**src/source/rvPkg.sv**
```systemverilog
`default_nettype none

package rvPkg;

    localparam int xlen = 64;
    localparam logic [xlen-1:0] resetPc = 64'h8000_0000;

    // major opcodes
    localparam logic [6:0] opLui    = 7'b0110111;
    localparam logic [6:0] opAuipc  = 7'b0010111;
    localparam logic [6:0] opJal    = 7'b1101111;
    localparam logic [6:0] opJalr   = 7'b1100111;
    localparam logic [6:0] opBranch = 7'b1100011;
    localparam logic [6:0] opLoad   = 7'b0000011;
    localparam logic [6:0] opStore  = 7'b0100011;
    localparam logic [6:0] opImm    = 7'b0010011;
    localparam logic [6:0] opImmW   = 7'b0011011;
    localparam logic [6:0] opReg    = 7'b0110011;
    localparam logic [6:0] opRegW   = 7'b0111011;
    localparam logic [6:0] opSystem = 7'b1110011;

    typedef struct packed {
        logic [6:0] funct7;
        logic [4:0] rs2;
        logic [4:0] rs1;
        logic [2:0] funct3;
        logic [4:0] rd;
        logic [6:0] opcode;
    } rFields_t;

    typedef struct packed {
        logic [11:0] imm12;
        logic [4:0]  rs1;
        logic [2:0]  funct3;
        logic [4:0]  rd;
        logic [6:0]  opcode;
    } iFields_t;

    typedef struct packed {
        logic [6:0] immHi;
        logic [4:0] rs2;
        logic [4:0] rs1;
        logic [2:0] funct3;
        logic [4:0] immLo;
        logic [6:0] opcode;
    } sFields_t;

    typedef struct packed {
        logic [19:0] imm20;
        logic [4:0]  rd;
        logic [6:0]  opcode;
    } uFields_t;

    // B and J reuse the S and U bit positions
    typedef union packed {
        rFields_t rType;
        iFields_t iType;
        sFields_t sType;
        uFields_t uType;
    } instWord_u;

    typedef enum logic [3:0] {
        aluAdd, aluSub, aluSll, aluSlt, aluSltu, aluXor,
        aluSrl, aluSra, aluOr, aluAnd, aluPassB, aluNone
    } aluOp_e;

    typedef enum logic { selPc, selRs1 } selA_e;
    typedef enum logic { selImm, selRs2 } selB_e;
    typedef enum logic [1:0] { wbAlu, wbMem, wbLink } wbSel_e;

    typedef struct packed {
        aluOp_e      aluOp;
        selA_e       selA;
        selB_e       selB;
        logic        aluWord;    // 32-bit op with sign-extended result
        logic        writeRd;
        wbSel_e      wbSel;
        logic        memRead;
        logic        loadSigned;
        logic [3:0]  loadBytes;  // 1, 2, 4 or 8
        logic [7:0]  storeMask;
        logic        jump;       // next pc is the target
        logic        baseRs1;    // target base is rs1
        logic        halt;
    } ctrl_t;

    typedef struct packed {
        logic [xlen-1:0] addr;
        logic [xlen-1:0] writeData;
        logic [7:0]      writeMask;
        logic            readEn;
    } memReq_t;

endpackage

`default_nettype wire
```
**src/source/lsuAlign.sv**
```systemverilog
`timescale 1ns/1ps
`default_nettype none

module lsuAlign (
    input  rvPkg::ctrl_t   ctrl,
    input  logic [63:0]    aluResult,
    input  logic [63:0]    rs2Val,
    input  logic [63:0]    pc,
    input  logic [63:0]    readData,
    output rvPkg::memReq_t memReq,
    output logic [63:0]    wbData
);
    import rvPkg::*;

    logic [2:0]  offset;
    logic [63:0] shifted;
    logic [63:0] loadVal;

    assign offset = aluResult[2:0];

    assign memReq.addr = aluResult;
    assign memReq.writeData = rs2Val << {offset, 3'b000};
    assign memReq.writeMask = ctrl.storeMask << offset;
    assign memReq.readEn = ctrl.memRead;

    assign shifted = readData >> {offset, 3'b000};  // addressed byte to lane 0

    always_comb begin
        case (ctrl.loadBytes)
            4'd1:    loadVal = {{56{ctrl.loadSigned & shifted[7]}}, shifted[7:0]};
            4'd2:    loadVal = {{48{ctrl.loadSigned & shifted[15]}}, shifted[15:0]};
            4'd4:    loadVal = {{32{ctrl.loadSigned & shifted[31]}}, shifted[31:0]};
            default: loadVal = shifted;
        endcase
    end

    always_comb begin
        case (ctrl.wbSel)
            wbMem:   wbData = loadVal;
            wbLink:  wbData = pc + 64'd4;
            default: wbData = aluResult;
        endcase
    end

endmodule

`default_nettype wire

```
**config.mk**
```make
export PLATFORM = sky130hd
export DESIGN_NAME = lsuAlign
export DESIGN_NICKNAME = d
export VERILOG_FILES = /design/src/source/rvPkg.sv /design/src/source/lsuAlign.sv
export SDC_FILE = /design/constraint.sdc
export NUM_CORES = 1
export LEC_CHECK = 0
export BUFFER_PORTS_ARGS = -buffer_cell sky130_fd_sc_hd__buf_2
export CAP_MARGIN = 5
export CORE_AREA = 2 2 187 189
export DETAILED_ROUTE_END_ITERATION = 12
export DIE_AREA = 0 0 189 191
export SYNTH_ARGS = -nofsm -noshare
export SYNTH_HDL_FRONTEND = slang
export SYNTH_SLANG_ARGS = --single-unit
export TNS_END_PERCENT = 30
```
**constraint.sdc**
```tcl
create_clock -name vclk -period 2.5
set_clock_uncertainty 0.1 [all_clocks]
set_input_delay 0.125 -clock vclk [all_inputs]
set_output_delay 0.125 -clock vclk [all_outputs]
set_load 0.02 [all_outputs]
```
# Yosys cells after proc, flatten, opt, wreduce, memory -nomap -nowiden
# Index checks and enable logic that the tools add are counted.
# Widths: inputs -> output; s select.
totals:
  latch_bits: 0
  elab_cells: 14
  ff_bits: 0
  mem_bits_ro: 0
  n_memories: 0
  in_bits: 283
  out_inout_bits: 201
  ramBits: 0
classes:
  order_cmp: 0
  n_shift: 3
  bitwise: 3
  n_reduce_logical: 0
  div_mod_pow: 0
  muxes: 2
  addsub: 1
  multipliers: 0
  eq_ne: 5
op_table:
  columns: ["cell", "n"]
  rows:
  - ["$pmux 64 s3", 1]
  - ["$pmux 64 s2", 1]
  - ["$add 64x3->64 const B", 1]
  - ["$shl 64x6->64", 1]
  - ["$shr 64x6->64", 1]
  - ["$shl 8x3->8", 1]
  - ["$eq 4x1->1 const B", 1]
  - ["$eq 4x2->1 const B", 1]
  - ["$eq 4x3->1 const B", 1]
  - ["$and 1x1->1", 3]
  - ["$eq 2x1->1 const B", 1]
  - ["$eq 2x2->1 const B", 1]

# Longest topological paths before layout
logic_depth:
  depth_word: 4
  ltp_mapped: 10
  mapped_depth_nobuf: 7

# Least setup slack after synthesis
# No wires, ideal clock.
synth_timing:
  path_kind: "in2out"
  startpoint: "in aluResult[1]"
  endpoint: "out wbData[19]"
  required_time_ns: 2.275
  cell_stages: 9
  setup_slack_ns: 0.092
  arrival_ns: 2.183
  path_buffers: 3
  path_cell_list: "buf_2 -> or2_0 -> o22ai_1 -> nor3_1 -> or2_2 -> clkbuf_1 -> clkbuf_1 -> o21ai_0 -> a21oi_1"
synth_between:
  elab_chain_cells: 4
  word_cells_on_any_way: 5
  classes_between: "shift: 1; mux: 2; bitwise: 2"
synth_lines:
  columns: ["item", "line", "text"]
  rows:
  - ["start: declaration", "lsuAlign.sv:6", "input logic [63:0] aluResult,"]
  - ["$shr 64x6->64 (*)", "lsuAlign.sv:26", "assign shifted = readData >> {offset, 3'b000};"]
  - ["$and 1x1->1, on equally long branches", "lsuAlign.sv:31, lsuAlign.sv:30", null]
  - ["$pmux 64 s3 (*)", "lsuAlign.sv:29", "case (ctrl.loadBytes)"]
  - ["$pmux 64 s2 (*)", "lsuAlign.sv:38", "case (ctrl.wbSel)"]
  - ["end: declaration", "lsuAlign.sv:11", "output logic [63:0] wbData"]
# Every way passes the cells marked *; elsewhere a longest branch is shown, timed or not.

# Final worst setup path
layout_timing:
  startpoint: "in pc[15]"
  endpoint: "out wbData[54]"
layout_between:
  elab_chain_cells: 2
layout_lines:
  columns: ["item", "line", "text"]
  rows:
  - ["start: declaration", "lsuAlign.sv:8", "input logic [63:0] pc,"]
  - ["$add 64x3->64", "lsuAlign.sv:40", "wbLink: wbData = pc + 64'd4;"]
  - ["$pmux 64 s2", "lsuAlign.sv:38", null]
# No other way between the ends.

==> impl_metrics.py <==
metrics = {
    "status": {
        "status": "complete, no violations",
    },
    "pwr": {
        "cellInternalPower_w": 0.0008864,
        "combPwrFrac_pct": 100.0,
        "p_sw_w": 0.001401,
        "power_frac_seq_pct": 0,
        "power.share.clock_pct": 0,
        "power.density_nw_per_um2": 229.3,
        "p_sw_share_pct": 61.25,
        "leakagePower_nw": 4.707,
        "irDropWorstVdd_mv": 0.09475,
    },
    "final_layout": {
        "seq_area_sq_um": 0,
        "fillers": 3888,
        "nClkBuffers": 0,
        "most-common-layout-cells": "buf_2 (468), nand2_1 (135), a21oi_1 (118)",
        "drive_gt1_share_pct": 43.09,
        "syn2layout_area_growth_pct": 45.17,
        "seq_cells": 0,
        "layout_commonest_cell": "buf_2",
        "fin_nets": 1829,
        "stdcell_area_sq_um": 9977,
    },
    "route": {
        "detail_route.first_pass.iterations": 7,
        "first_iter_violations": 890,
        "postRouteAntennaNets": 0,
        "num_vias": 10248,
        "routedWlPerCell_um": 21.57,
        "routed_wirelength_mm": 43.22,
        "avgViaCountPerCell": 5.114,
        "drc_errors": 0,
    },
    "grt": {
        "antenna_found_initial": 11,
        "grt_pass1_wl_mm": 61.53,
        "grt_pass1_vias": 9595,
        "grt_max_degree": 80,
        "grt_usage_pct": 22.24,
        "gr-total-overflow": 0,
    },
    "placed_design": {
        "routabilityCongestion": 0.9608,
        "hpwl_mm": 36.77,
        "dpl_cell_area_sq_um": 9913,
        "port-buffer-count": 471,
    },
    "clock_tree": {
        "cts_hold_buf": 0,
        "post-cts-setup-buffers": 0,
    },
    "synthesis": {
        "synth_cells": 1114,
        "postSynthNetCount": 1400,
        "yosysSeqAreaShare_pct": 0,
        "avgSynthCellArea_sq_um": 6.170,
        "syn_area_sq_um": 6873,
        "ys_types": 53,
        "synth_warnings": 0,
    },
    "worst_setup_path": {
        "worstPathRequired_ns": 2.28,
        "start_kind": "primary input",
        "critPathKind": "in -> out",
        "cp_max_fo": 5,
        "crit_path_end_kind": "output port",
        "worstPathArrival_ns": 2.23,
    },
    "die": {
        "initial_core_util_pct": 20.14,
        "die-width_um": 189,
        "dieArea_sq_um": 36100,
        "num_io_pins": 484,
        "core-area_sq_um": 34120,
        "placementRows": 68,
        "die_y_um": 191,
    },
    "timing": {
        "finalMaxSlewViolations": 0,
        "finalHoldViolCount": 0,
        "post-route-min-period_ns": 2.451,
        "slew_headroom_pct": 49.52,
        "clock.fmax_mhz": 408.0,
        "period_share_pct": 98.04,
        "worst_slew_pin_slew_ns": 0.7572,
        "rsz0062_at_grt": "true",
        "setup_tns_ns": 0,
        "finalSetupViolCount": 0,
    },
    "hold_path": {
        "hp-class": "in -> out",
    },
    "job": {
        "maxCapViolCount": 0,
    },
}
-- per-layer routing --
layer	vias up	part of all wire (%)	GRT usage [%]
li1	4843	-	-
met5	-	0.095	0
met1	4878	45	31.60
met4	6	1.4	2.764
met2	487	46	36.71
met3	34	7.6	2.680
-- synthesized netlist by cell type, types with 9 or more instances --
library cell / number / area [sq um]
buf_4: 66 / 495.5
o21ai_0: 94 / 470.5
mux2i_1: 76 / 760.7
o211ai_1: 25 / 187.7
a22oi_1: 14 / 105.1
and3_1: 20 / 125.1
nand4_1: 25 / 156.4
xnor2_1: 38 / 332.8
and2_1: 17 / 106.4
nor3_1: 15 / 75.07
clkbuf_1: 74 / 277.8
nand2_1: 135 / 506.7
a21oi_1: 118 / 590.6
inv_1: 9 / 33.78
mux2_2: 49 / 551.8
buf_1: 14 / 52.55
buf_2: 10 / 50.05
xor2_1: 19 / 166.4
nor4_1: 16 / 100.1
and4_1: 11 / 96.34
o32ai_1: 9 / 78.83
nor2_1: 115 / 431.7
nand3_1: 38 / 190.2
a221o_1: 10 / 100.1
nor2b_1: 31 / 193.9
-- logic make-up (layout without fill, tap and decap cells) --
logic type                 Yosys count  after routing  share of synthesized area (%)
and+or+nand+nor                    449            449                          31.66
AOI/OAI and AO/OA                  299            299                          25.85
buffers and inverters              174            601                          13.29
muxes                              132            132                          21.39
xor gates and xnor gates            57             57                          7.264
adders and majority gates            3              3                         0.5462
other                                0              8                              0
-- metrics by stage --
| step | total power [W] | worst slack [ns] | std cells | hold slack (ns) | utilization (%) |
|---|---|---|---|---|---|
| after global placement | 0.002265 | -0.1771 | 1996 | 0.1508 | 29.06 |
| after CTS | 0.002277 | 0.05508 | 1996 | 0.1508 | 29.09 |
| after global routing | 0.002454 | -0.02716 | 2001 | 0.1503 | 29.22 |
| final | 0.002288 | 0.04902 | 2004 | 0.1503 | 29.24 |
| after detailed placement | 0.002265 | -0.1681 | 1996 | 0.1508 | 29.06 |
| after floorplan | 0.001311 | 0.09183 | 1114 | 0.2626 | - |
-- final timing paths --
| check | startpoint | endpoint | slack, ns | depth (start not counted) |
|---|---|---|---|---|
| worst max-delay path | pc[15] | wbData[54] | 0.05 | 8 |
| worst min-delay path | ctrl[16] | memReq[0] | 0.15 | 0 |
-- area by class of cell --
type	count	area, sq um	share of cell area, %
well taps	455	569.3	5.706
inverters	10	37.54	0.3762
diodes	8	20.02	0.2007
multi-input cells	940	6015	60.28
repair buffers	591	3336	33.43
-- timing repair --
action	4_1_cts	5_1_grt
endpoints found under the setup margin	7	24
resized for setup	4	9
pin swaps	2	1
hold endpoints to repair	0	0
-- worst max-delay path: stages --
cell and delay (ns):
buf_2 0.10, nand4_2 0.12, or4_4 0.56, or3_4 0.40, or4b_1 0.53, a21oi_1 0.14, a211o_1 0.12, buf_4 0.14
-- power by group through the flow --
stage                     registers, W  logic, W  clock network, W
final                                0   0.00229    0.000000000428
after global routing                 0   0.00245    0.000000000267
after floorplan                      0   0.00131                 0
after CTS                            0   0.00228                 0
after global placement               0   0.00227                 0
after detailed placement             0   0.00226                 0
Power figures use the tool's default switching activity.
