**config.mk**
```make
export PLATFORM = sky130hd
export DESIGN_NAME = immGen
export DESIGN_NICKNAME = d
export VERILOG_FILES = /design/src/source/rvPkg.sv /design/src/source/immGen.sv
export SDC_FILE = /design/constraint.sdc
export NUM_CORES = 1
export LEC_CHECK = 0
export BUFFER_PORTS_ARGS = -buffer_cell sky130_fd_sc_hd__buf_2
export CORE_MARGIN = 2
export CORE_UTILIZATION = 31
export DETAILED_ROUTE_END_ITERATION = 16
export GPL_ROUTABILITY_DRIVEN = 0
export PLACE_DENSITY = 0.83
export SYNTH_ARGS = -nofsm -noshare
export SYNTH_HDL_FRONTEND = slang
export SYNTH_SLANG_ARGS = --single-unit
```
**constraint.sdc**
```tcl
create_clock -name vclk -period 2.3
set_input_delay 0.115 -clock vclk [all_inputs]
set_output_delay 0.115 -clock vclk [all_outputs]
set_load 0.02 [all_outputs]
```
**src/source/rvPkg.sv**
```systemverilog
`default_nettype none

package rvPkg;

    localparam int xlen = 64;
    localparam logic [xlen-1:0] resetPc = 64'h8000_0000;

    // major opcodes
    localparam logic [6:0] opLui    = 7'b0110111;
    localparam logic [6:0] opAuipc  = 7'b0010111;
    localparam logic [6:0] opJal    = 7'b1101111;
    localparam logic [6:0] opJalr   = 7'b1100111;
    localparam logic [6:0] opBranch = 7'b1100011;
    localparam logic [6:0] opLoad   = 7'b0000011;
    localparam logic [6:0] opStore  = 7'b0100011;
    localparam logic [6:0] opImm    = 7'b0010011;
    localparam logic [6:0] opImmW   = 7'b0011011;
    localparam logic [6:0] opReg    = 7'b0110011;
    localparam logic [6:0] opRegW   = 7'b0111011;
    localparam logic [6:0] opSystem = 7'b1110011;

    typedef struct packed {
        logic [6:0] funct7;
        logic [4:0] rs2;
        logic [4:0] rs1;
        logic [2:0] funct3;
        logic [4:0] rd;
        logic [6:0] opcode;
    } rFields_t;

    typedef struct packed {
        logic [11:0] imm12;
        logic [4:0]  rs1;
        logic [2:0]  funct3;
        logic [4:0]  rd;
        logic [6:0]  opcode;
    } iFields_t;

    typedef struct packed {
        logic [6:0] immHi;
        logic [4:0] rs2;
        logic [4:0] rs1;
        logic [2:0] funct3;
        logic [4:0] immLo;
        logic [6:0] opcode;
    } sFields_t;

    typedef struct packed {
        logic [19:0] imm20;
        logic [4:0]  rd;
        logic [6:0]  opcode;
    } uFields_t;

    // B and J reuse the S and U bit positions
    typedef union packed {
        rFields_t rType;
        iFields_t iType;
        sFields_t sType;
        uFields_t uType;
    } instWord_u;

    typedef enum logic [3:0] {
        aluAdd, aluSub, aluSll, aluSlt, aluSltu, aluXor,
        aluSrl, aluSra, aluOr, aluAnd, aluPassB, aluNone
    } aluOp_e;

    typedef enum logic { selPc, selRs1 } selA_e;
    typedef enum logic { selImm, selRs2 } selB_e;
    typedef enum logic [1:0] { wbAlu, wbMem, wbLink } wbSel_e;

    typedef struct packed {
        aluOp_e      aluOp;
        selA_e       selA;
        selB_e       selB;
        logic        aluWord;    // 32-bit op with sign-extended result
        logic        writeRd;
        wbSel_e      wbSel;
        logic        memRead;
        logic        loadSigned;
        logic [3:0]  loadBytes;  // 1, 2, 4 or 8
        logic [7:0]  storeMask;
        logic        jump;       // next pc is the target
        logic        baseRs1;    // target base is rs1
        logic        halt;
    } ctrl_t;

    typedef struct packed {
        logic [xlen-1:0] addr;
        logic [xlen-1:0] writeData;
        logic [7:0]      writeMask;
        logic            readEn;
    } memReq_t;

endpackage

`default_nettype wire
```
**src/source/immGen.sv**
```systemverilog
`timescale 1ns/1ps
`default_nettype none

module immGen (
    input  rvPkg::instWord_u inst,
    output logic [63:0]      imm
);
    import rvPkg::*;

    always_comb begin
        case (inst.rType.opcode)
            opImm, opImmW, opLoad, opJalr: begin
                imm = {{52{inst.iType.imm12[11]}}, inst.iType.imm12};
            end
            opStore: begin
                imm = {{52{inst.sType.immHi[6]}}, inst.sType.immHi, inst.sType.immLo};
            end
            opBranch: begin  // imm[12|10:5] in immHi and imm[4:1|11] in immLo
                imm = {{51{inst.sType.immHi[6]}}, inst.sType.immHi[6], inst.sType.immLo[0],
                       inst.sType.immHi[5:0], inst.sType.immLo[4:1], 1'b0};
            end
            opLui, opAuipc: begin
                imm = {{32{inst.uType.imm20[19]}}, inst.uType.imm20, 12'b0};
            end
            opJal: begin  // imm[20|10:1|11|19:12]
                imm = {{43{inst.uType.imm20[19]}}, inst.uType.imm20[19],
                       inst.uType.imm20[7:0], inst.uType.imm20[8],
                       inst.uType.imm20[18:9], 1'b0};
            end
            default: imm = '0;
        endcase
    end

endmodule

`default_nettype wire

```
; Word level (Yosys, flattened, before mapping)
; Cells that the tools add are included.
[totals]
regBits = 0
in_bits = 32
out_inout_bits = 64
elab_cells = 12
[classes]
n_eq_ne = 9
mux = 1
reduce_logical = 2
[ops]
columns = operator, count
row1 = $pmux 64 s5, 1
row2 = $eq 7x5->1 const B, 3
row3 = $eq 7x7->1 const B, 3
row4 = $eq 7x6->1 const B, 2
row5 = $eq 7x2->1 const B, 1
row6 = $reduce_or 4->1, 1
row7 = $reduce_or 2->1, 1

; Longest topological paths before layout
; Gate-level depths: netlist of run 1.
[depth]
ltp_word = 3
ltp_mapped = 6
mapped_depth_nobuf = 4

; Worst setup path after synthesis of run 1
; OpenSTA, ideal clock, no wires.
[synth_timing]
path_kind = input to output
start = input port inst[6] (netlist bit)
end = output port imm[32]
arrival_ns = 2.714
t_required_ns = 2.185
setup_slack_ns = -0.529
stages = 5
n_path_buf = 2
cell_sequence = buf_4 nor2b_1 or4_4 a21oi_1 buf_4
[synth_via]
elab_chain_len = 3
elab_cells_between_ends = 12
cone_classes = eq/ne (9) / mux (1) / reduce/logical (2)
[synth_rtl]
columns = element, line_no
row1 = "start, declared", immGen.sv:5  ; input rvPkg::instWord_u inst,
row2 = "$eq 7x5->1, or another cell as far along", immGen.sv:11  ; case (inst.rType.opcode)
row3 = $reduce_or 4->1 or $reduce_or 2->1 (tied branches), immGen.sv:11
row4 = $pmux 64 s5 *, immGen.sv:11
row5 = "end, declared", immGen.sv:6  ; output logic [63:0] imm
; Mark *: on every way between the ends. The rest lies on a longest branch, timed or not.

; Final worst setup path of run 1
[layout_timing]
start = input port inst[2] (netlist bit)
end = output port imm[30]
; The elaborated chain is that of the path after synthesis.

==> flow_summary.ini, run 1 <==
[status]
outcome = finished clean

[layout]
final_core_utilization_pct = 42.44
diodes = 0
drive_above_1_share_pct = 59.43
fin_nets = 209
numSequentialCells = 0
regArea_um2 = 0
num-clock-buffers = 0
final_area_um2 = 1032
area_growth_pct = 32.85

[sta]
timing.fmax_mhz = 541.9
final_max_slew_viol_count = 0
fin_tns_setup_ns = 0
hold_slack_ns = 0.5537
hold_viol_final = 0
finalWorstSetupSlack_ns = 0.4547
tightest_slew_ns = 0.5867
rsz0062_at_grt = false
finalCriticalPeriod_ns = 1.845
finalCritPeriodShare_pct = 80.23
slew_headroom_pct = 59.77
setup_viol = 0

[global_route]
grtUsageTotal_pct = 12.44
grt_pass1_vias = 657
grt_max_degree = 34
grt_pass1_wl_mm = 2.856
antenna_found_initial = 0
grt-ovfl-total = 0

[place]
placed_area_um2 = 1032
io_buffers = 96
pre_cts_slack_ns = 0.4602
dp_hpwl_mm = 1.786

[synthesis]
yosys.area.top_type = buf_4
yosysWarnings = 0
synthXorXnorAreaFrac_pct = 0
netlist_instances = 115
synth_top_family_by_area = buffers and inverters
yosys.area_share.adder_pct = 0
syn_avg_cell_area_um2 = 6.756
synth.area.top_cells = buf_4 33%, a21o_1 11%, a21oi_1 6.4%
yosysSeqAreaShare_pct = 0
yosys.cell_types.count = 26
syn_area_um2 = 777.0
syn_nets = 147
synth_top_cell_area_share_pct = 32.85
synthMuxAreaShare_pct = 1.288
synthSimpleGateAreaFrac_pct = 30.92
synth-compound-area-share_pct = 30.11

[clocking]
cts_resized = 0
hold_buffers = 0
cts_setup_buffers = 0

[floorplanning]
start_util_pct = 31.94
core_um2 = 2432
die_y_um = 54.07
io_pins = 96
die_x_um = 54.07
core.rowCount = 18
dieArea_um2 = 2923

[pwr]
power.density_nw_per_um2 = 144.4
ir_worst_vdd_mv = 0.07355
p_leak_nw = 0.7371

[routing]
detail_route.iter0.violations = 17
ant_nets = 0
remaining_drc_errors = 0
routedWlPerCell_um = 10.56
vias_per_cell = 4.746
dr.pass1.iters = 4
routed_wirelength_mm = 2.164
vias = 973

[critical_path]
crit_start = inst[2]
cp.arrival_ns = 1.73
critPathLaunchType = input port
crit_path_end_kind = output port
critPathKind = input port to output port
path_max_fanout = 19
required_ns = 2.18
worstSetupEndpoint = imm[30]

[run]
drv_cap = 0

[min_path]
hp-class = input port to output port
## synthesized netlist by cell type
| master | n |
|---|---|
| buf_4 | 34 |
| a21o_1 | 11 |
| a21oi_1 | 10 |
| nand3_1 | 8 |
| and2_1 | 7 |
| nand2_1 | 5 |
| a22o_1 | 4 |
| nand2b_1 | 4 |
| clkbuf_1 | 3 |
| nor2b_1 | 3 |
| nor3b_1 | 3 |
| o21ai_0 | 3 |
| a21oi_2 | 2 |
| a32o_1 | 2 |
| and3_1 | 2 |
| buf_6 | 2 |
| nor2_1 | 2 |
| nor3_1 | 2 |
| inv_1 | 1 |
| mux2i_1 | 1 |
| nand3b_1 | 1 |
| nand4b_1 | 1 |
| nor2b_4 | 1 |
| o21ai_1 | 1 |
| o41ai_1 | 1 |
| or4_4 | 1 |
## worst min-delay path by stage
stage                     startpoint      end  slack (ns)  cells past startpoint
after floorplan             inst[30]  imm[10]        0.41                      1
after global placement      inst[28]  imm[28]        0.55                      3
after detailed placement    inst[26]  imm[26]        0.56                      3
after CTS                   inst[26]  imm[26]        0.56                      3
after global routing        inst[26]  imm[26]        0.57                      3
final                       inst[26]  imm[26]        0.55                      3
## layer usage
layer	wire [um]	global-route usage, %	vias up
li1	-	-	497
met1	816	16.67	417
met2	1118	23.37	59
met3	229	0	0
met4	0	0.4167	0
met5	0	0	-
## critical path, stage by stage
cell	delay [ns]
buf_2	0.29
nor2b_4	0.06
or4_4	0.55
a21oi_2	0.42
a21o_1	0.14
buf_2	0.16
## metrics by stage
step	total power [mW]	instances
2_1_floorplan	0.1081	115
3_3_place_gp	0.1467	205
3_5_place_dp	0.1492	205
4_1_cts	0.1494	205
5_1_grt	0.1637	205
6_report	0.1491	205
## cells by family after synthesis
kind of cell | after synthesis
and+or+nand+nor | 40
buffers and inverters | 40
AOI/OAI and AO/OA | 34
muxes | 1
## layout make-up
type	count	area, um2
Inverter	1	3.754
Timing Repair Buffer	99	503.0
Tap cell	30	37.54
Multi-Input combinational cell	75	488.0
Fill cell	282	1400
## power breakdown
part	internal, mW	switching [mW]	total (mW)
sequential	0	0	0
combinational	0.0593	0.0898	0.149
clock	0	0	0
total	0.0593	0.0898	0.149
## layout by cell type, fill, tap and decap left out, types with 2 or more instances in the layout
| master | netlist | final |
|---|---|---|
| nand2_1 | 5 | 5 |
| buf_4 | 34 | 3 |
| nor3b_1 | 3 | 3 |
| nor2b_1 | 3 | 3 |
| buf_2 | 0 | 96 |
| o21ai_0 | 3 | 3 |
| a32o_1 | 2 | 2 |
| nor2_1 | 2 | 2 |
| nor3_1 | 2 | 2 |
| a21oi_2 | 2 | 3 |
| and2_1 | 7 | 7 |
| nand3_1 | 8 | 8 |
| nand2b_1 | 4 | 4 |
| a21o_1 | 11 | 11 |
| and3_1 | 2 | 2 |
| a22o_1 | 4 | 4 |
| a21oi_1 | 10 | 9 |
No activity file was read; power rests on OpenSTA's default activity.
==> inputs of run 2 (changes only) <==
--- a/config.mk
+++ b/config.mk
@@ -7,10 +7,10 @@
 export LEC_CHECK = 0
 export BUFFER_PORTS_ARGS = -buffer_cell sky130_fd_sc_hd__buf_2
 export CORE_MARGIN = 2
-export CORE_UTILIZATION = 31
+export CORE_UTILIZATION = 34
 export DETAILED_ROUTE_END_ITERATION = 16
 export GPL_ROUTABILITY_DRIVEN = 0
-export PLACE_DENSITY = 0.83
+export PLACE_DENSITY = 0.86
 export SYNTH_ARGS = -nofsm -noshare
 export SYNTH_HDL_FRONTEND = slang
 export SYNTH_SLANG_ARGS = --single-unit
==> constraint.sdc (replaced) <==
create_clock -name vclk -period 1.9
set_input_delay 0.095 -clock vclk [all_inputs]
set_output_delay 0.095 -clock vclk [all_outputs]
set_load 0.02 [all_outputs]
==> run 2 against run 1 <==
  * Sequential share of layout area unchanged
  * Worst setup slack worse by 0.29 ns
  * Cell count stayed put
  * Non-clock buffer count increased by 2
  * Clock-buffer cell count unchanged
  * Combinational power increased by 25%
  * Via count up 0.62%
  * Global-route usage is 2.5 points higher
  * Final area increased by 1.9%
  * Utilization up 5.6 points
  * Largest cell class unchanged
  * Highest routed layer unchanged
==> flow_summary.ini, run 2 (same netlist as run 1, synthesis figures left out) <==
[pwr]
power.density_nw_per_um2 = 177.1
ir_worst_vdd_mv = 0.07879
power.total_mw = 0.1863
p_leak_nw = 0.7477

[layout]
multi_input_area_um2 = 495.5
stdcell_count = 205
final_common_cell = buf_2
diodes = 0
drive_above_1_share_pct = 59.89
num-clock-buffers = 0
fin_nets = 211
final_core_utilization_pct = 48.03
final_area_um2 = 1052
regArea_um2 = 0
area_growth_pct = 35.43
layout_common_cells = 96 x buf_2, 11 x a21o_1, 9 x a21oi_1
fillers = 226
numSequentialCells = 0

[critical_path]
crit_top_cell = buf_2
cp.arrival_ns = 1.64
required_ns = 1.80
critPathBufInv = 2
crit_chain = buf_2, nor2b_4, or4_4, a21oi_2, a21o_1, buf_2
crit_path_end_kind = output port
critPathKind = input port to output port
cp.depth = 6
worstSetupEndpoint = imm[20]
crit_start = inst[3]
cpPeakStageDelay_ns = 0.55
worst_path_dominant_cell_family = simple AND/OR/NAND/NOR gates
crit_slowest_cell = or4_4
critPathLaunchType = input port
path_max_fanout = 11

[sta]
rsz0062_at_grt = false
tightest_slew_ns = 0.5970
hold_viol_final = 0
fin_tns_setup_ns = 0
finalCriticalPeriod_ns = 1.738
finalCritPeriodShare_pct = 91.47
setup_viol = 0
final_max_slew_viol_count = 0
timing.fmax_mhz = 575.4
slew_headroom_pct = 60.11

[floorplanning]
die_x_um = 51.81
dieArea_um2 = 2684
io_pins = 96
start_util_pct = 35.47
core.rowCount = 17
core_um2 = 2191
die_y_um = 51.81

[clocking]
cts_setup_buffers = 0
cts_resized = 0
hold_buffers = 0

[routing]
ant_nets = 0
detail_route.iter0.violations = 11
dr.pass1.iters = 4
remaining_drc_errors = 0
routed_wirelength_mm = 2.157
vias = 979
vias_per_cell = 4.776
routedWlPerCell_um = 10.52

[place]
dp_hpwl_mm = 1.824
placed_area_um2 = 1052
dp_cells = 205
io_buffers = 96

[run]
drv_cap = 0

[global_route]
grt_max_degree = 34
grt_pass1_wl_mm = 3.277
grt-ovfl-total = 0
antenna_found_initial = 0
grtUsageTotal_pct = 14.98
grt_pass1_vias = 814

[status]
outcome = finished clean

[min_path]
hp-class = input port to output port
run 2: cell count changes in the layout (fill, tap and decap cells not counted), sizes merged:
cell,before,now
buf,99,101
run 2: through the flow:
stage | setup slack [ns] | hold WS (ns)
3_5_place_dp | 0.1629 | 0.5153
6_report | 0.1621 | 0.5149
2_1_floorplan | 0.08199 | 0.3727
5_1_grt | 0.05350 | 0.5320
3_3_place_gp | 0.1962 | 0.5163
4_1_cts | 0.1606 | 0.5178
run 2: cell type report:
type                       count  share of cell area [%]
timing repair buffer         101                   49.23
multi-input combinational     75                   47.09
tap                           28                   3.329
inverter                       1                  0.3567
run 2: per-layer routing:
metal | part of all wire [%] | track usage [%] | up-vias
met5 | 0 | 0 | -
met4 | 0 | 0 | 0
met3 | 13 | 0.8621 | 0
met2 | 46 | 30.13 | 82
met1 | 40 | 18.23 | 401
li1 | - | - | 496
run 2: report_power, final:
part	total, mW	switching [mW]	internal (mW)
clock network	0	0	0
registers	0	0	0
logic	0.186	0.111	0.0751
run 2: worst min-delay path by stage:
stage	slack [ns]	from	depth (start not counted)	end
after global placement	0.52	inst[23]	3	imm[23]
final	0.51	inst[28]	3	imm[28]
after detailed placement	0.52	inst[28]	3	imm[28]
after global routing	0.53	inst[9]	3	imm[2]
after CTS	0.52	inst[28]	3	imm[28]
after floorplan	0.37	inst[30]	1	imm[10]
