[src/source/rvPkg.sv]
`default_nettype none

package rvPkg;

    localparam int xlen = 64;
    localparam logic [xlen-1:0] resetPc = 64'h8000_0000;

    // major opcodes
    localparam logic [6:0] opLui    = 7'b0110111;
    localparam logic [6:0] opAuipc  = 7'b0010111;
    localparam logic [6:0] opJal    = 7'b1101111;
    localparam logic [6:0] opJalr   = 7'b1100111;
    localparam logic [6:0] opBranch = 7'b1100011;
    localparam logic [6:0] opLoad   = 7'b0000011;
    localparam logic [6:0] opStore  = 7'b0100011;
    localparam logic [6:0] opImm    = 7'b0010011;
    localparam logic [6:0] opImmW   = 7'b0011011;
    localparam logic [6:0] opReg    = 7'b0110011;
    localparam logic [6:0] opRegW   = 7'b0111011;
    localparam logic [6:0] opSystem = 7'b1110011;

    typedef struct packed {
        logic [6:0] funct7;
        logic [4:0] rs2;
        logic [4:0] rs1;
        logic [2:0] funct3;
        logic [4:0] rd;
        logic [6:0] opcode;
    } rFields_t;

    typedef struct packed {
        logic [11:0] imm12;
        logic [4:0]  rs1;
        logic [2:0]  funct3;
        logic [4:0]  rd;
        logic [6:0]  opcode;
    } iFields_t;

    typedef struct packed {
        logic [6:0] immHi;
        logic [4:0] rs2;
        logic [4:0] rs1;
        logic [2:0] funct3;
        logic [4:0] immLo;
        logic [6:0] opcode;
    } sFields_t;

    typedef struct packed {
        logic [19:0] imm20;
        logic [4:0]  rd;
        logic [6:0]  opcode;
    } uFields_t;

    // B and J reuse the S and U bit positions
    typedef union packed {
        rFields_t rType;
        iFields_t iType;
        sFields_t sType;
        uFields_t uType;
    } instWord_u;

    typedef enum logic [3:0] {
        aluAdd, aluSub, aluSll, aluSlt, aluSltu, aluXor,
        aluSrl, aluSra, aluOr, aluAnd, aluPassB, aluNone
    } aluOp_e;

    typedef enum logic { selPc, selRs1 } selA_e;
    typedef enum logic { selImm, selRs2 } selB_e;
    typedef enum logic [1:0] { wbAlu, wbMem, wbLink } wbSel_e;

    typedef struct packed {
        aluOp_e      aluOp;
        selA_e       selA;
        selB_e       selB;
        logic        aluWord;    // 32-bit op with sign-extended result
        logic        writeRd;
        wbSel_e      wbSel;
        logic        memRead;
        logic        loadSigned;
        logic [3:0]  loadBytes;  // 1, 2, 4 or 8
        logic [7:0]  storeMask;
        logic        jump;       // next pc is the target
        logic        baseRs1;    // target base is rs1
        logic        halt;
    } ctrl_t;

    typedef struct packed {
        logic [xlen-1:0] addr;
        logic [xlen-1:0] writeData;
        logic [7:0]      writeMask;
        logic            readEn;
    } memReq_t;

endpackage

`default_nettype wire
[src/source/instDecoder.sv]
`timescale 1ns/1ps
`default_nettype none

module instDecoder (
    input  rvPkg::instWord_u inst,
    input  logic [63:0]      rs1Val,
    input  logic [63:0]      rs2Val,
    output rvPkg::ctrl_t     ctrl
);
    import rvPkg::*;

    logic [2:0] funct3;
    logic [6:0] funct7;
    logic       taken;

    assign funct3 = inst.rType.funct3;
    assign funct7 = inst.rType.funct7;

    // alt picks sub over add (reg only) and sra over srl
    function automatic aluOp_e decodeOp(input logic [2:0] f3, input logic alt,
                                        input logic isReg);
        case (f3)
            3'b000:  decodeOp = (alt && isReg) ? aluSub : aluAdd;
            3'b001:  decodeOp = aluSll;
            3'b010:  decodeOp = aluSlt;
            3'b011:  decodeOp = aluSltu;
            3'b100:  decodeOp = aluXor;
            3'b101:  decodeOp = alt ? aluSra : aluSrl;
            3'b110:  decodeOp = aluOr;
            default: decodeOp = aluAnd;
        endcase
    endfunction

    always_comb begin
        case (funct3)
            3'b000:  taken = (rs1Val == rs2Val);
            3'b001:  taken = (rs1Val != rs2Val);
            3'b100:  taken = ($signed(rs1Val) < $signed(rs2Val));
            3'b101:  taken = ($signed(rs1Val) >= $signed(rs2Val));
            3'b110:  taken = (rs1Val < rs2Val);
            3'b111:  taken = (rs1Val >= rs2Val);
            default: taken = 1'b0;
        endcase
    end

    always_comb begin
        ctrl = '0;
        ctrl.aluOp = aluNone;
        ctrl.selA = selRs1;
        ctrl.selB = selImm;
        ctrl.wbSel = wbAlu;
        case (inst.rType.opcode)
            opReg, opImm: begin
                ctrl.writeRd = 1'b1;
                ctrl.selB = (inst.rType.opcode == opReg) ? selRs2 : selImm;
                ctrl.aluOp = decodeOp(funct3, funct7[5], inst.rType.opcode == opReg);
            end
            opRegW, opImmW: begin
                ctrl.selB = (inst.rType.opcode == opRegW) ? selRs2 : selImm;
                ctrl.aluWord = 1'b1;
                if (funct3 == 3'b000 || funct3 == 3'b001 || funct3 == 3'b101) begin
                    ctrl.writeRd = 1'b1;
                    ctrl.aluOp = decodeOp(funct3, funct7[5], inst.rType.opcode == opRegW);
                end
            end
            opLui: begin
                ctrl.writeRd = 1'b1;
                ctrl.aluOp = aluPassB;
            end
            opAuipc: begin
                ctrl.writeRd = 1'b1;
                ctrl.selA = selPc;
                ctrl.aluOp = aluAdd;
            end
            opJal: begin
                ctrl.writeRd = 1'b1;
                ctrl.wbSel = wbLink;
                ctrl.jump = 1'b1;
            end
            opJalr: begin
                ctrl.writeRd = 1'b1;
                ctrl.wbSel = wbLink;
                ctrl.jump = 1'b1;
                ctrl.baseRs1 = 1'b1;
            end
            opBranch: begin
                ctrl.jump = taken;
            end
            opLoad: begin
                if (funct3 != 3'b111) begin
                    ctrl.writeRd = 1'b1;
                    ctrl.aluOp = aluAdd;
                    ctrl.wbSel = wbMem;
                    ctrl.memRead = 1'b1;
                    ctrl.loadSigned = ~funct3[2];
                    ctrl.loadBytes = 4'd1 << funct3[1:0];
                end
            end
            opStore: begin
                ctrl.aluOp = aluAdd;
                case (funct3)
                    3'b000:  ctrl.storeMask = 8'h01;  // sb
                    3'b001:  ctrl.storeMask = 8'h03;  // sh
                    3'b010:  ctrl.storeMask = 8'h0f;  // sw
                    3'b011:  ctrl.storeMask = 8'hff;  // sd
                    default: ctrl.storeMask = 8'h00;
                endcase
            end
            opSystem: begin
                ctrl.halt = (funct3 == 3'b000) && (inst.iType.imm12 == 12'd1);  // ebreak
            end
            default: ;
        endcase
    end

endmodule

`default_nettype wire

[config.mk]
export PLATFORM = sky130hd
export DESIGN_NAME = instDecoder
export DESIGN_NICKNAME = d
export VERILOG_FILES = /design/src/source/rvPkg.sv /design/src/source/instDecoder.sv
export SDC_FILE = /design/constraint.sdc
export NUM_CORES = 1
export LEC_CHECK = 0
export BUFFER_PORTS_ARGS = -buffer_cell sky130_fd_sc_hd__buf_4
export CORE_MARGIN = 2
export CORE_UTILIZATION = 44
export DETAILED_ROUTE_END_ITERATION = 10
export GPL_ROUTABILITY_DRIVEN = 0
export PLACE_DENSITY = 0.92
export SETUP_SLACK_MARGIN = 0.05
export SYNTH_ARGS = -nofsm -noshare
export SYNTH_HDL_FRONTEND = slang
export SYNTH_SLANG_ARGS = --single-unit
[constraint.sdc]
create_clock -name vclk -period 5.4
set_input_delay 1.08 -clock vclk [all_inputs]
set_output_delay 1.08 -clock vclk [all_outputs]
set_load 0.1 [all_outputs]
After elaboration in Yosys (flattened, before gate mapping)
Cells that the tools add are included.
Widths: inputs -> output; s select.
{"block": "totals", "wordCells": 64, "regBits": 0, "out_inout_bits": 27}
{"block": "op_classes", "muxes": 24, "bitwise_logic": 1, "reduce_logical": 11, "n_eq_ne": 23, "shifts": 1, "order_cmp": 4}
{"operator": "$ge 64x64->1", "count": 2}
{"operator": "$lt 64x64->1", "count": 2}
{"operator": "$eq 64x64->1", "count": 1}
{"operator": "$ne 64x64->1", "count": 1}
{"operator": "$pmux 4 s7", "count": 2}
{"operator": "$pmux 8 s4", "count": 1}
{"operator": "$eq 7x6->1 const B", "count": 4}
{"operator": "$eq 7x7->1 const B", "count": 4}
{"operator": "$eq 7x5->1 const B", "count": 3}
{"operator": "$pmux 4 s5", "count": 1}
{"operator": "$eq 12x1->1 const B", "count": 1}
{"operator": "$eq 3x3->1 const B", "count": 4}
{"operator": "$mux 1", "count": 10}
{"operator": "$mux 9", "count": 1}
{"operator": "$mux 4", "count": 2}
{"operator": "$mux 8", "count": 1}
{"operator": "$reduce_or 2->1", "count": 4}
{"operator": "$eq 7x2->1 const B", "count": 1}
{"operator": "$eq 3x2->1 const B", "count": 2}
{"operator": "$mux 6", "count": 1}
{"operator": "$pmux 1 s6", "count": 1}
{"operator": "$reduce_or 6->1", "count": 1}
{"operator": "$pmux 1 s2", "count": 2}
{"operator": "$pmux 2 s2", "count": 1}
{"operator": "other kinds (8)", "count": 11}

Depth between registers and ports, before layout
{"block": "depth", "depth_word": 6, "mapped_depth": 10, "depth_no_buf": 10}

Least setup slack after synthesis
Ideal clock, no wire load.
{"block": "synth_path", "kind": "input -> output", "from": "input port inst[1] (netlist bit)", "to": "output port ctrl[17] (netlist bit)", "setup_slack_ps": 306, "stages": 7, "t_required_ps": 4320, "arrival_time_ps": 4014, "path_cell_list": "nand2_1 -> or3_1 -> nor3_1 -> nand2b_1 -> clkbuf_1 -> a31oi_1 -> buf_4"}
{"element": "from (decl)", "line_no": "instDecoder.sv:5", "rtl": "input rvPkg::instWord_u inst,"}
{"element": "to (decl)", "line_no": "instDecoder.sv:8", "rtl": "output rvPkg::ctrl_t ctrl"}

==> report_table.html <==
<table>
<tr><th>Metric</th><th>Value</th></tr>
<tr><th colspan="2">Outcome</th></tr>
<tr><td>Outcome</td><td>complete, no violations</td></tr>
<tr><th colspan="2">Floorplanning</th></tr>
<tr><td>Area of the placeable core</td><td>4790 sq um</td></tr>
<tr><td>Effective utilization at floorplan</td><td>46.4%</td></tr>
<tr><td>Top-level I/O count</td><td>187</td></tr>
<tr><td>Die height</td><td>75.1 microns</td></tr>
<tr><td>Overall die area</td><td>5630 sq um</td></tr>
<tr><td>Rows</td><td>25</td></tr>
<tr><td>Die outline width</td><td>75.1 microns</td></tr>
<tr><th colspan="2">Synth</th></tr>
<tr><td>Area fraction in and, or, nand and nor cells after synthesis</td><td>25.1%</td></tr>
<tr><td>Mux cell area share after synthesis</td><td>0%</td></tr>
<tr><td>Number of instances in the synthesized netlist</td><td>332</td></tr>
<tr><td>Xor and xnor area share after synthesis</td><td>0.394%</td></tr>
<tr><td>Main combinational cell family by area after synthesis</td><td>adder cells</td></tr>
<tr><td>Mapped Avg Cell Area</td><td>6.69 sq um</td></tr>
<tr><td>Net count of the mapped netlist</td><td>556</td></tr>
<tr><td>Unique masters post-synth</td><td>46</td></tr>
<tr><td>Cell Area, Synth</td><td>2220 sq um</td></tr>
<tr><td>Fraction of the mapped netlist area in compound gates</td><td>22.3%</td></tr>
<tr><td>Post-synthesis sequential area ratio</td><td>0%</td></tr>
<tr><td>Synthesized-area fraction occupied by adder cells</td><td>36.0%</td></tr>
<tr><td>Yosys synthesis warning count</td><td>0</td></tr>
<tr><th colspan="2">Flow run</th></tr>
<tr><td>Max capacitance violation total</td><td>0</td></tr>
<tr><th colspan="2">Worst hold path</th></tr>
<tr><td>Min-delay worst type</td><td>in2out</td></tr>
<tr><th colspan="2">STA</th></tr>
<tr><td>Final worst slack</td><td>0.844 ns</td></tr>
<tr><td>Hold violation count in the final report</td><td>0</td></tr>
<tr><td>Final worst path period need</td><td>4.56 ns</td></tr>
<tr><td>Slew margin rel.</td><td>42.5%</td></tr>
<tr><td>Final worst-path cycle share</td><td>84.4%</td></tr>
<tr><td>Setup Viol. Count Final</td><td>0</td></tr>
<tr><td>Timing-limited maximum frequency</td><td>220 MHz</td></tr>
<tr><td>Least-Margin Pin Slew</td><td>0.841 ns</td></tr>
<tr><td>Setup tns final</td><td>0 ns</td></tr>
<tr><td>Final-report max-slew violation count</td><td>0</td></tr>
<tr><td>Unrepaired setup endpoints after global routing</td><td>no</td></tr>
<tr><th colspan="2">Global routing</th></tr>
<tr><td>GRT overflow</td><td>0</td></tr>
<tr><td>Antenna violations before repair</td><td>0</td></tr>
<tr><td>Pin count of the biggest net entering global routing</td><td>20</td></tr>
<tr><td>Via count of the first global-routing pass</td><td>2,724</td></tr>
<tr><td>Total track usage</td><td>24.0%</td></tr>
<tr><td>Wire length of the first global-routing pass</td><td>11,100 microns</td></tr>
<tr><th colspan="2">Finish</th></tr>
<tr><td>Count of clock-net buffers in the final layout</td><td>0</td></tr>
<tr><td>Area of the multi-input gates</td><td>1860 sq um</td></tr>
<tr><td>Final cell count without fillers</td><td>566</td></tr>
<tr><td>Leading cell type in the layout, fill and taps excluded</td><td>buf_4</td></tr>
<tr><td>N_diodes</td><td>0</td></tr>
<tr><td>Area taken by flip-flops and latches</td><td>0 sq um</td></tr>
<tr><td>Sequential cells</td><td>0</td></tr>
<tr><td>Number of nets in the layout</td><td>725</td></tr>
<tr><td>Area delta synth-&gt;final</td><td>59.7%</td></tr>
<tr><td>Number of fill cells</td><td>364</td></tr>
<tr><td>Commonest cells after routing, fill and taps aside</td><td>buf_4 (177), inv_1 (73), ha_1 (64)</td></tr>
<tr><td>Post-route cell area</td><td>3550 sq um</td></tr>
<tr><td>Fraction of final layout cells sized beyond drive strength 1</td><td>37.9%</td></tr>
<tr><th colspan="2">Drt</th></tr>
<tr><td>Total iterations of the first detailed-routing run</td><td>4</td></tr>
<tr><td>Met1 layer wirelength in the final routing</td><td>2580 microns</td></tr>
<tr><td>Wire length per cell</td><td>12.6 microns</td></tr>
<tr><td>Total vias in the final route</td><td>2,910</td></tr>
<tr><td>Violation count after the first detailed-route iteration</td><td>97</td></tr>
<tr><td>Routed Antenna Nets</td><td>0</td></tr>
<tr><td>Routed vias/inst</td><td>5.14</td></tr>
<tr><td>Final WL</td><td>7110 microns</td></tr>
<tr><td>Top routing layer in use</td><td>met4</td></tr>
<tr><td>Length of routed met2 wiring</td><td>3890 microns</td></tr>
<tr><td>Met3 Wirelength</td><td>535 microns</td></tr>
<tr><td>Remaining routing DRC violations</td><td>0</td></tr>
<tr><th colspan="2">Setup path</th></tr>
<tr><td>Sort of element at the start of the critical path</td><td>input pin</td></tr>
<tr><td>CP endpoint kind</td><td>output pin</td></tr>
<tr><td>Crit path required time</td><td>4.32 ns</td></tr>
<tr><td>Critical path peak fanout</td><td>3</td></tr>
<tr><td>Startpoint-to-endpoint class of the critical path</td><td>in2out</td></tr>
<tr><td>Arrival time reported for the critical path endpoint</td><td>3.48 ns</td></tr>
<tr><th colspan="2">Power and ir drop</th></tr>
<tr><td>Peak ir drop on the vdd network</td><td>0.0426 mV</td></tr>
<tr><td>Leakage dissipation</td><td>2.08 nW</td></tr>
<tr><td>Total power draw</td><td>237 uW</td></tr>
<tr><td>Power per unit of standard cell area</td><td>66.7 nW/um^2</td></tr>
<tr><th colspan="2">Placed design</th></tr>
<tr><td>Inst Count DP</td><td>566</td></tr>
<tr><td>Sum of net half-perimeters after detailed placement</td><td>6560 microns</td></tr>
<tr><td>Post-placement setup slack</td><td>0.866 ns</td></tr>
<tr><td>Count of buffers from port buffering</td><td>177</td></tr>
<tr><td>Placed inst area</td><td>3550 sq um</td></tr>
<tr><th colspan="2">Clock network</th></tr>
<tr><td>Number of resized instances in the post-cts repair step</td><td>0</td></tr>
<tr><td>Post-CTS setup-driven buffer insertion count</td><td>0</td></tr>
<tr><td>Number of buffers inserted for hold repair after clock tree synthesis</td><td>0</td></tr>
</table>
## metal layers
metal / global-route usage (%) / vias to the layer above
li1: - / 1501
met1: 26.7 / 1290
met2: 48.7 / 109
met3: 3.08 / 10
met4: 3.17 / 0
met5: 0 / -
## Yosys cell counts (all sizes together), types with 3 or more instances
cell type | number | share of area (%)
a211oi | 4 | 1.4
a21oi | 33 | 7.6
a221oi | 3 | 1.5
buf | 5 | 1.7
clkbuf | 5 | 2.2
ha | 64 | 36
inv | 73 | 12
nand2 | 31 | 5.2
nand2b | 3 | 0.96
nand3 | 8 | 1.8
nand4 | 16 | 5.6
nor2 | 19 | 3.2
nor3 | 12 | 2.7
nor4 | 3 | 1.1
o211ai | 4 | 1.4
o21ai | 20 | 4.5
or4 | 3 | 1.2
## layout make-up
cell class | count | share of cell area (%)
multi-input cells | 249 | 52.5
repair buffers | 177 | 37.4
inverters | 73 | 7.72
well taps | 67 | 2.36
## power breakdown
group / internal, mW / switching [mW] / total, mW
clock: 0 / 0 / 0
combinational: 0.126 / 0.111 / 0.237
sequential: 0 / 0 / 0
total: 0.126 / 0.111 / 0.237
## logic make-up (layout without fill, tap and decap cells)
| group | Yosys count | after routing |
|---|---|---|
| AOI/OAI and AO/OA | 79 | 79 |
| xor gates and xnor gates | 1 | 1 |
| adders and majority gates | 64 | 64 |
| buffers and inverters | 83 | 250 |
| and+or+nand+nor | 105 | 105 |
## worst paths after layout
kind	start	to	slack [ns]	depth (start not counted)
hold / removal	inst[3]	ctrl[1]	2.55	3
setup / recovery	rs1Val[23]	ctrl[2]	0.84	10
## per-stage QoR
| step | utilization [%] | hold slack [ns] |
|---|---|---|
| 5_1_grt | 74.1 | 2.57 |
| 3_5_place_dp | 74.1 | 2.54 |
| 6_report | 74.1 | 2.55 |
| 3_3_place_gp | 74.1 | 2.54 |
| 4_1_cts | 74.1 | 2.54 |
| 2_1_floorplan | - | 2.50 |
## critical path, stage by stage
cell and delay, ns:
buf_4 0.11, ha_1 0.31, nand4_1 0.14, or4_4 0.58, a31oi_2 0.20, o2111ai_1 0.18
a41o_1 0.28, o21ai_1 0.14, o211a_1 0.17, buf_4 0.29
No activity file was read; power rests on OpenSTA's default activity.
